==> config.mk <==
export PLATFORM = sky130hd
export DESIGN_NAME = axi_link_slave_top
export DESIGN_NICKNAME = d
export VERILOG_FILES = /design/src/logic/axi_link_pkg.sv /design/src/logic/tx_lane_if.sv /design/src/logic/axi_link_slave_top.sv /design/src/logic/phy_packer.sv /design/src/logic/phy_unpacker.sv /design/src/logic/receive_fifo.sv /design/src/logic/response_transmitter.sv
export SDC_FILE = /design/constraint.sdc
export NUM_CORES = 2
export LEC_CHECK = 0
export ABC_CLOCK_PERIOD_IN_PS = 5900
export BUFFER_PORTS_ARGS = -buffer_cell sky130_fd_sc_hd__buf_2
export CORE_MARGIN = 4
export CORE_UTILIZATION = 45
export DETAILED_ROUTE_END_ITERATION = 6
export GPL_ROUTABILITY_DRIVEN = 0
export PLACE_DENSITY = 0.67
export SLEW_MARGIN = 0
export SYNTH_ARGS = -nofsm -noshare
export SYNTH_HDL_FRONTEND = slang
export SYNTH_SLANG_ARGS = --single-unit
==> constraint.sdc <==
create_clock -name clk_wr -period 5.9 [get_ports clk_wr]
set_input_delay 0.59 -clock clk_wr [delete_from_list [all_inputs] [get_ports clk_wr]]
set_output_delay 0.59 -clock clk_wr [all_outputs]
set_load 0.01 [all_outputs]
==> src/logic/axi_link_pkg.sv <==
package axi_link_pkg;

  ////////////////////////////////////////
  // PHY word

  localparam int phy_width = 76;

  localparam int kind_lsb = 0;
  localparam int kind_width = 2;
  localparam int payload_lsb = 2;

  // Receive side credit returns
  localparam int rx_r_credit_bit = 71;
  localparam int rx_b_credit_bit = 72;

  // Transmit side credit returns
  localparam int tx_ar_credit_bit = 73;
  localparam int tx_aw_credit_bit = 74;
  localparam int tx_w_credit_bit = 75;

  typedef enum logic [kind_width-1:0] {
    frame_idle = 2'd0,
    frame_ar   = 2'd1,
    frame_aw   = 2'd2,
    frame_w    = 2'd3
  } frame_kind_t;

  typedef enum logic [kind_width-1:0] {
    resp_idle = 2'd0,
    resp_r    = 2'd1,
    resp_b    = 2'd2
  } resp_kind_t;

  ////////////////////////////////////////
  // AXI fields

  localparam int id_width = 4;
  localparam int size_width = 2;
  localparam int len_width = 8;
  localparam int burst_width = 2;
  localparam int addr_width = 48;
  localparam int data_width = 64;
  localparam int resp_width = 2;

  // Receive FIFO depths
  localparam int ar_depth = 8;
  localparam int aw_depth = 8;
  localparam int w_depth = 16;

  typedef struct packed {
    logic [id_width-1:0]    id;
    logic [size_width-1:0]  size;
    logic [len_width-1:0]   len;
    logic [burst_width-1:0] burst;
    logic [addr_width-1:0]  addr;
  } addr_req_t;

  typedef struct packed {
    logic [id_width-1:0]   id;
    logic [data_width-1:0] data;
    logic                  last;
  } wdata_t;

  typedef struct packed {
    logic [id_width-1:0]   id;
    logic [data_width-1:0] data;
    logic                  last;
    logic [resp_width-1:0] resp;
  } rresp_t;

  typedef struct packed {
    logic [id_width-1:0]   id;
    logic [resp_width-1:0] resp;
  } bresp_t;

endpackage

==> src/logic/tx_lane_if.sv <==
`timescale 1ns/1ps

interface tx_lane_if #(
  parameter type payload_t = logic
);

  logic     req;
  payload_t payload;
  logic     grant;
  // Returned credit, one entry per pulse
  logic     credit;

  modport transmitter (
    output req,
    output payload,
    input  grant,
    input  credit
  );

  modport packer (
    input  req,
    input  payload,
    output grant
  );

endinterface

==> src/logic/axi_link_slave_top.sv <==
`timescale 1ns/1ps

module axi_link_slave_top #(
  parameter int ar_depth = axi_link_pkg::ar_depth,
  parameter int aw_depth = axi_link_pkg::aw_depth,
  parameter int w_depth = axi_link_pkg::w_depth
) (
  input  logic                                  clk_wr,
  input  logic                                  reset,

  input  logic                                  tx_online,
  input  logic                                  rx_online,
  input  logic [7:0]                            init_r_credit,
  input  logic [7:0]                            init_b_credit,

  output logic [axi_link_pkg::phy_width-1:0]    tx_phy0,
  input  logic [axi_link_pkg::phy_width-1:0]    rx_phy0,

  // AR channel
  output logic [axi_link_pkg::id_width-1:0]     user_arid,
  output logic [axi_link_pkg::size_width-1:0]   user_arsize,
  output logic [axi_link_pkg::len_width-1:0]    user_arlen,
  output logic [axi_link_pkg::burst_width-1:0]  user_arburst,
  output logic [axi_link_pkg::addr_width-1:0]   user_araddr,
  output logic                                  user_arvalid,
  input  logic                                  user_arready,

  // AW channel
  output logic [axi_link_pkg::id_width-1:0]     user_awid,
  output logic [axi_link_pkg::size_width-1:0]   user_awsize,
  output logic [axi_link_pkg::len_width-1:0]    user_awlen,
  output logic [axi_link_pkg::burst_width-1:0]  user_awburst,
  output logic [axi_link_pkg::addr_width-1:0]   user_awaddr,
  output logic                                  user_awvalid,
  input  logic                                  user_awready,

  // W channel
  output logic [axi_link_pkg::id_width-1:0]     user_wid,
  output logic [axi_link_pkg::data_width-1:0]   user_wdata,
  output logic                                  user_wlast,
  output logic                                  user_wvalid,
  input  logic                                  user_wready,

  // R channel
  input  logic [axi_link_pkg::id_width-1:0]     user_rid,
  input  logic [axi_link_pkg::data_width-1:0]   user_rdata,
  input  logic                                  user_rlast,
  input  logic [axi_link_pkg::resp_width-1:0]   user_rresp,
  input  logic                                  user_rvalid,
  output logic                                  user_rready,

  // B channel
  input  logic [axi_link_pkg::id_width-1:0]     user_bid,
  input  logic [axi_link_pkg::resp_width-1:0]   user_bresp,
  input  logic                                  user_bvalid,
  output logic                                  user_bready
);

  import axi_link_pkg::*;

  logic      ar_push;
  logic      aw_push;
  logic      w_push;
  addr_req_t ar_push_data;
  addr_req_t aw_push_data;
  wdata_t    w_push_data;
  addr_req_t ar_data;
  addr_req_t aw_data;
  wdata_t    w_data;
  rresp_t    r_data;
  bresp_t    b_data;
  logic      ar_credit;
  logic      aw_credit;
  logic      w_credit;

  tx_lane_if #(.payload_t(rresp_t)) r_lane ();
  tx_lane_if #(.payload_t(bresp_t)) b_lane ();

  ////////////////////////////////////////
  // Receive path

  phy_unpacker phy_unpacker_i (
    .clk_wr     (clk_wr),
    .reset      (reset),
    .rx_online  (rx_online),
    .rx_phy     (rx_phy0),
    .ar_push    (ar_push),
    .aw_push    (aw_push),
    .w_push     (w_push),
    .ar_payload (ar_push_data),
    .aw_payload (aw_push_data),
    .w_payload  (w_push_data),
    .r_credit   (r_lane.credit),
    .b_credit   (b_lane.credit)
  );

  receive_fifo #(.payload_t(addr_req_t), .depth(ar_depth)) receive_fifo_ar (
    .clk_wr    (clk_wr),
    .reset     (reset),
    .push      (ar_push),
    .push_data (ar_push_data),
    .valid     (user_arvalid),
    .data      (ar_data),
    .ready     (user_arready),
    .credit    (ar_credit)
  );

  receive_fifo #(.payload_t(addr_req_t), .depth(aw_depth)) receive_fifo_aw (
    .clk_wr    (clk_wr),
    .reset     (reset),
    .push      (aw_push),
    .push_data (aw_push_data),
    .valid     (user_awvalid),
    .data      (aw_data),
    .ready     (user_awready),
    .credit    (aw_credit)
  );

  receive_fifo #(.payload_t(wdata_t), .depth(w_depth)) receive_fifo_w (
    .clk_wr    (clk_wr),
    .reset     (reset),
    .push      (w_push),
    .push_data (w_push_data),
    .valid     (user_wvalid),
    .data      (w_data),
    .ready     (user_wready),
    .credit    (w_credit)
  );

  assign user_arid    = ar_data.id;
  assign user_arsize  = ar_data.size;
  assign user_arlen   = ar_data.len;
  assign user_arburst = ar_data.burst;
  assign user_araddr  = ar_data.addr;

  assign user_awid    = aw_data.id;
  assign user_awsize  = aw_data.size;
  assign user_awlen   = aw_data.len;
  assign user_awburst = aw_data.burst;
  assign user_awaddr  = aw_data.addr;

  assign user_wid   = w_data.id;
  assign user_wdata = w_data.data;
  assign user_wlast = w_data.last;

  ////////////////////////////////////////
  // Transmit path

  assign r_data = '{id: user_rid, data: user_rdata, last: user_rlast, resp: user_rresp};
  assign b_data = '{id: user_bid, resp: user_bresp};

  response_transmitter #(.payload_t(rresp_t)) response_transmitter_r (
    .clk_wr      (clk_wr),
    .reset       (reset),
    .tx_online   (tx_online),
    .init_credit (init_r_credit),
    .valid       (user_rvalid),
    .data        (r_data),
    .ready       (user_rready),
    .lane        (r_lane)
  );

  response_transmitter #(.payload_t(bresp_t)) response_transmitter_b (
    .clk_wr      (clk_wr),
    .reset       (reset),
    .tx_online   (tx_online),
    .init_credit (init_b_credit),
    .valid       (user_bvalid),
    .data        (b_data),
    .ready       (user_bready),
    .lane        (b_lane)
  );

  phy_packer phy_packer_i (
    .clk_wr    (clk_wr),
    .reset     (reset),
    .r_lane    (r_lane),
    .b_lane    (b_lane),
    .ar_credit (ar_credit),
    .aw_credit (aw_credit),
    .w_credit  (w_credit),
    .tx_phy    (tx_phy0)
  );

endmodule

==> src/logic/phy_packer.sv <==
`timescale 1ns/1ps

module phy_packer (
  input  logic                               clk_wr,
  input  logic                               reset,
  tx_lane_if.packer                          r_lane,
  tx_lane_if.packer                          b_lane,
  input  logic                               ar_credit,
  input  logic                               aw_credit,
  input  logic                               w_credit,
  output logic [axi_link_pkg::phy_width-1:0] tx_phy
);

  import axi_link_pkg::*;

  logic                 r_grant;
  logic                 b_grant;
  logic [phy_width-1:0] tx_word;

  ////////////////////////////////////////
  // Arbitration, R first

  assign r_grant = r_lane.req;
  assign b_grant = b_lane.req && !r_lane.req;

  assign r_lane.grant = r_grant;
  assign b_lane.grant = b_grant;

  ////////////////////////////////////////
  // Word assembly

  always_comb begin
    tx_word = '0;
    tx_word[kind_lsb +: kind_width] = resp_idle;
    if (r_grant) begin
      tx_word[kind_lsb +: kind_width] = resp_r;
      tx_word[payload_lsb +: $bits(rresp_t)] = r_lane.payload;
    end else if (b_grant) begin
      tx_word[kind_lsb +: kind_width] = resp_b;
      tx_word[payload_lsb +: $bits(bresp_t)] = b_lane.payload;
    end
    // Credit bits ride along with any frame
    tx_word[tx_ar_credit_bit] = ar_credit;
    tx_word[tx_aw_credit_bit] = aw_credit;
    tx_word[tx_w_credit_bit] = w_credit;
  end

  always_ff @(posedge clk_wr) begin
    if (reset) begin
      tx_phy <= '0;
    end else begin
      tx_phy <= tx_word;
    end
  end

endmodule

==> src/logic/phy_unpacker.sv <==
`timescale 1ns/1ps

module phy_unpacker (
  input  logic                                clk_wr,
  input  logic                                reset,
  input  logic                                rx_online,
  input  logic [axi_link_pkg::phy_width-1:0]  rx_phy,
  output logic                                ar_push,
  output logic                                aw_push,
  output logic                                w_push,
  output axi_link_pkg::addr_req_t             ar_payload,
  output axi_link_pkg::addr_req_t             aw_payload,
  output axi_link_pkg::wdata_t                w_payload,
  output logic                                r_credit,
  output logic                                b_credit
);

  import axi_link_pkg::*;

  frame_kind_t kind;
  logic        frame_valid;

  assign kind = frame_kind_t'(rx_phy[kind_lsb +: kind_width]);
  assign frame_valid = rx_online && (kind != frame_idle);

  always_ff @(posedge clk_wr) begin
    if (reset) begin
      ar_push  <= 1'b0;
      aw_push  <= 1'b0;
      w_push   <= 1'b0;
      r_credit <= 1'b0;
      b_credit <= 1'b0;
    end else begin
      ar_push  <= frame_valid && (kind == frame_ar);
      aw_push  <= frame_valid && (kind == frame_aw);
      w_push   <= frame_valid && (kind == frame_w);
      r_credit <= rx_online && rx_phy[rx_r_credit_bit];
      b_credit <= rx_online && rx_phy[rx_b_credit_bit];
    end
  end

  // Payload slices, qualified by the push bits
  always_ff @(posedge clk_wr) begin
    ar_payload <= addr_req_t'(rx_phy[payload_lsb +: $bits(addr_req_t)]);
    aw_payload <= addr_req_t'(rx_phy[payload_lsb +: $bits(addr_req_t)]);
    w_payload  <= wdata_t'(rx_phy[payload_lsb +: $bits(wdata_t)]);
  end

  ////////////////////////////////////////
  // Checks

  // Far end keeps the unused top bits clear
  reserved_bits_zero: assert property (
    @(posedge clk_wr) disable iff (reset)
    rx_phy[phy_width-1:rx_b_credit_bit+1] == '0
  ) else $error("rx_phy carries a reserved nonzero bit");

endmodule

==> src/logic/receive_fifo.sv <==
`timescale 1ns/1ps

module receive_fifo #(
  parameter type payload_t = logic,
  parameter int  depth = 8
) (
  input  logic     clk_wr,
  input  logic     reset,
  input  logic     push,
  input  payload_t push_data,
  output logic     valid,
  output payload_t data,
  input  logic     ready,
  output logic     credit
);

  localparam int ptr_width = (depth > 1) ? $clog2(depth) : 1;
  localparam int count_width = $clog2(depth + 1);

  payload_t               mem [depth];
  logic [ptr_width-1:0]   wr_ptr;
  logic [ptr_width-1:0]   rd_ptr;
  logic [count_width-1:0] count;
  logic                   pop;

  // Show-ahead with the head entry always on the output
  assign valid = (count != '0);
  assign data = mem[rd_ptr];
  assign pop = valid && ready;

  always_ff @(posedge clk_wr) begin
    if (push) begin
      mem[wr_ptr] <= push_data;
    end
  end

  always_ff @(posedge clk_wr) begin
    if (reset) begin
      wr_ptr <= '0;
      rd_ptr <= '0;
      count  <= '0;
      credit <= 1'b0;
    end else begin
      if (push) begin
        wr_ptr <= (wr_ptr == ptr_width'(depth - 1)) ? '0 : wr_ptr + 1'b1;
      end
      if (pop) begin
        rd_ptr <= (rd_ptr == ptr_width'(depth - 1)) ? '0 : rd_ptr + 1'b1;
      end
      case ({push, pop})
        2'b10:   count <= count + 1'b1;
        2'b01:   count <= count - 1'b1;
        default: count <= count;
      endcase
      // One credit back to the far end per popped entry
      credit <= pop;
    end
  end

  ////////////////////////////////////////
  // Checks

  // Credits on the far end should make this impossible
  no_push_when_full: assert property (
    @(posedge clk_wr) disable iff (reset)
    push |-> (count != count_width'(depth))
  ) else $error("push into a full receive FIFO");

endmodule

==> src/logic/response_transmitter.sv <==
`timescale 1ns/1ps

module response_transmitter #(
  parameter type payload_t = logic
) (
  input  logic       clk_wr,
  input  logic       reset,
  input  logic       tx_online,
  input  logic [7:0] init_credit,
  input  logic       valid,
  input  payload_t   data,
  output logic       ready,
  tx_lane_if.transmitter lane
);

  logic [7:0] credit_count;
  logic [7:0] credit_in;
  logic [7:0] credit_out;

  assign credit_in = {7'd0, lane.credit};
  assign credit_out = {7'd0, lane.grant};

  ////////////////////////////////////////
  // Credit counter

  always_ff @(posedge clk_wr) begin
    if (reset) begin
      credit_count <= '0;
    end else if (!tx_online) begin
      // Reload while the link is down
      credit_count <= init_credit;
    end else begin
      credit_count <= credit_count + credit_in - credit_out;
    end
  end

  ////////////////////////////////////////
  // Lane request

  assign lane.req = tx_online && (credit_count != '0) && valid;
  assign lane.payload = data;

  // AXI ready follows the packer grant
  assign ready = lane.grant;

  ////////////////////////////////////////
  // Checks

  grant_needs_req: assert property (
    @(posedge clk_wr) disable iff (reset)
    lane.grant |-> lane.req
  ) else $error("lane granted without a request");

  // Far end can never return more than it was given
  no_counter_wrap: assert property (
    @(posedge clk_wr) disable iff (reset)
    (tx_online && lane.credit && !lane.grant) |-> (credit_count != 8'hff)
  ) else $error("transmit credit counter wrapped");

endmodule

==> results.md <==
- Simple-Gate Fraction of Synth Area: 1.432%
- Global Route Usage Sum: 19.88%
- Slowest cell on crit path: dfxtp_4
- EDFF count, synth: 2128
- ANT nets after route: 0
- Total grt overflow: 0
- Placed cells: 6546
- Slew @ Worst Pin: 1240 ps
- CTS buffer count: 229
- Synth Register Bits: 2340
- Power Density: 369.4 nW/um^2
- CP Depth: 4
- Mapped Cells: 3681
- Final net count: 4661
- Relative slew slack: 17.35%
- VDD IR max: 0.2964 mV
- Syn Area/Cell: 23.59 um^2
- Dpl hpwl: 108100 um
- Pin count of the biggest net entering global routing: 129
- Critical Path Max Stage Delay: 800 ps
- Leakage Power: 32.44 nW
- Yosys warnings: 0
- Hold WS: 143.6 ps
- Largest family of logic cells by synthesized area: multiplexers
- Critical path buffers and inverters: 2
- Complex-gate fraction of the synthesized area: 0.5202%
- CP required: 5310 ps
- Yosys cell types: 42
- WL per Instance: 27.66 um
- CP most frequent cell: mux4_2
- RSZ-0062 raised after global routing: false
- Die area: 200000 um^2
- Chip width: 447.3 um
- Clock buffer depth: 3
- Most used DFF post-synth: edfxtp_1
- CTS tree: done
- Max Cap Viol: 0
- Row count: 160
- CTS-repair resized insts: 0
- Final hold viol count: 0
- GR Util met3: 3.028%
- Clock H-tree levels: 4
- Met2 usage: 33.58%
- Status: finished clean
- Setup TNS: 0 ps
- Post-CTS Setup Repair Bufs: 0
- CTS root buffer: clkbuf_16
- Core region area: 191000 um^2
- CP arrival: 3670 ps
- Initial antenna violation count: 6
- I/O pin count: 456
- CP Capture Type: primary output
- Post-Route WL: 197700 um
- Startpoint types: flip-flop
- Worst-path cell chain: buf_4 -> mux4_2 -> mux4_2 -> buf_2
- Worst R2R Path Depth: 4
- First-pass GRT wire length: 289100 um
- Final worst-path cycle share: 72.24%
- Commonest non-fill, non-tap cells in the layout: edfxtp_1 (2128), mux4_2 (601), buf_2 (452)
- Vias in the first global route: 42170
- Async set-reset flop share out of synthesis: 0%
- Synthesis-to-finish area growth: 16.91%
- Non-Filler Instances: 7148
- # DRC: 0
- CP endpoint: user_wdata[47]
- Die Span Y: 447.3 um
- Commonest non-fill, non-tap cell in the layout: edfxtp_1
- Final setup fails: 0
- Vias: 40100
- RR Startpoint: phy_unpacker_i.w_push
- Clk sinks: 2340
- Synth Area in XOR/XNOR: 0.2118%
- Clock transition at the registers of the reported paths: 60 ps
- Clk_lat worst skew: 860 ps
- Pins Over Slew Limit: 0
- Starting Density: 45.46%
- Fmax: 234.6 MHz
- Iter 0 DRT Violations: 3924
- Flop2flop setup slack: 2710 ps
- Met1 GRT Util: 27.19%
- Vias per cell: 5.609
- Hold buffer count at CTS: 167
- FF-to-FF End: receive_fifo_w.mem[1][5]
- Post-synth net total: 3909
- Hold Crit Class: input pin to flip-flop
- Sequential share of the synthesized area: 78.48%
- Adder-cell share of the synthesized area: 0.7637%
- Skew final: 43.84 ps
- Largest fanout on the critical path: 30
- Layout cells sized above 1: 35.15%
- Post-Syn Area: 86830 um^2
- Port Buffers: 452
- GRT Max-Usage Layer: met2
- Period minus WS final: 4262 ps
- Post-synthesis mux area share: 17.42%
- Type of the worst setup path: flip-flop to primary output
- Critical path's top delay family: multiplexers
- Drt first pass iters: 5
kinds of logic (layout without fill, tap and decap cells):
| group | after synthesis | count (layout) |
|---|---|---|
| flip-flops | 2340 | 2340 |
| adder cells (fa/ha/maj) | 50 | 50 |
| buffers and inverters | 215 | 1169 |
| AO/OA/AOI/OAI | 73 | 73 |
| other | 0 | 2 |
| XOR/XNOR | 21 | 21 |
| multiplexers | 744 | 744 |
| AND/OR/NAND/NOR | 238 | 238 |
cell type report:
| type | count | area, um^2 |
|---|---|---|
| clock inverters | 139 | 1406 |
| diodes | 2 | 5.005 |
| repair buffers | 688 | 4664 |
| clock buffers | 294 | 6107 |
| well taps | 2511 | 3142 |
| fillers | 14530 | 89470 |
| inverters | 48 | 180.2 |
| flip-flops and latches | 2340 | 68180 |
| multi-input cells | 1126 | 17830 |
through the flow:
| stage | util [%] | area, um^2 | setup WS, ps | power (W) |
|---|---|---|---|---|
| after CTS | 53.15 | 101500 | 1445 | 0.03795 |
| after global routing | 53.15 | 101500 | 1390 | 0.03895 |
| after global placement | 48.34 | 92330 | 2400 | 0.02345 |
| after detailed placement | 48.34 | 92330 | 2383 | 0.02349 |
| after floorplan | - | 86830 | 466.3 | 0.02217 |
| final | 53.15 | 101500 | 1638 | 0.03750 |
synthesized netlist by cell type (6+ instances only):
cell | n | share of area [%]
inv_1 | 48 | 0.21
and2_1 | 84 | 0.61
nor2b_1 | 12 | 0.086
xor2_1 | 9 | 0.091
mux2i_1 | 14 | 0.16
o21ai_0 | 9 | 0.052
a22o_1 | 6 | 0.061
mux2_2 | 129 | 1.7
buf_6 | 16 | 0.21
dfxtp_1 | 212 | 4.9
mux4_2 | 601 | 16
buf_1 | 8 | 0.035
xnor2_1 | 12 | 0.12
nor3_1 | 15 | 0.086
a21oi_1 | 32 | 0.18
edfxtp_1 | 2128 | 74
buf_4 | 12 | 0.10
buf_2 | 33 | 0.19
ha_1 | 45 | 0.65
nand2_1 | 23 | 0.099
nor2_1 | 72 | 0.31
a211oi_1 | 10 | 0.086
clkbuf_1 | 98 | 0.42
nand2b_1 | 10 | 0.072
state kept, by name, indices dropped and copies added, names as in the netlist, 5 cells and up, named ones only:
signal,cells
phy_unpacker_i.w_payload,10
phy_packer_i.tx_phy,76
response_transmitter_b.credit_count,8
response_transmitter_r.credit_count,8
phy_unpacker_i.ar_payload,59
receive_fifo_aw.mem,512
receive_fifo_ar.mem,512
receive_fifo_w.count,5
receive_fifo_w.mem,1104
layer usage:
metal | up-vias | wire length, um
met1 | 21620 | 80790
met2 | 1262 | 101000
met4 | 0 | 4628
met5 | - | 0
li1 | 16940 | -
met3 | 275 | 11310
how the worst min path moves through the flow:
stage | from | to | slack (ps) | cells past startpoint
after detailed placement | receive_fifo_aw.credit | phy_packer_i.tx_phy[74] | 460 | 1
after global routing | user_awready | receive_fifo_aw.credit | 150 | 3
after CTS | user_awready | receive_fifo_aw.credit | 70 | 3
final | user_awready | receive_fifo_aw.credit | 140 | 3
after global placement | receive_fifo_w.credit | phy_packer_i.tx_phy[75] | 430 | 1
after floorplan | receive_fifo_ar.credit | phy_packer_i.tx_phy[73] | 410 | 1
worst register-to-register path, cell delays in order (launching register included):
cell	delay (ps)
dfxtp_1	450
inv_1	220
nor3_1	530
and2_4	930
buf_4	670
power by group:
part	total [W]	internal, W	switching, W
registers	0.0186	0.0182	0.000408
logic	0.00447	0.00244	0.00203
clock network	0.0144	0.00818	0.00622
total	0.0375	0.0288	0.00866
Power figures use the tool's default switching activity.
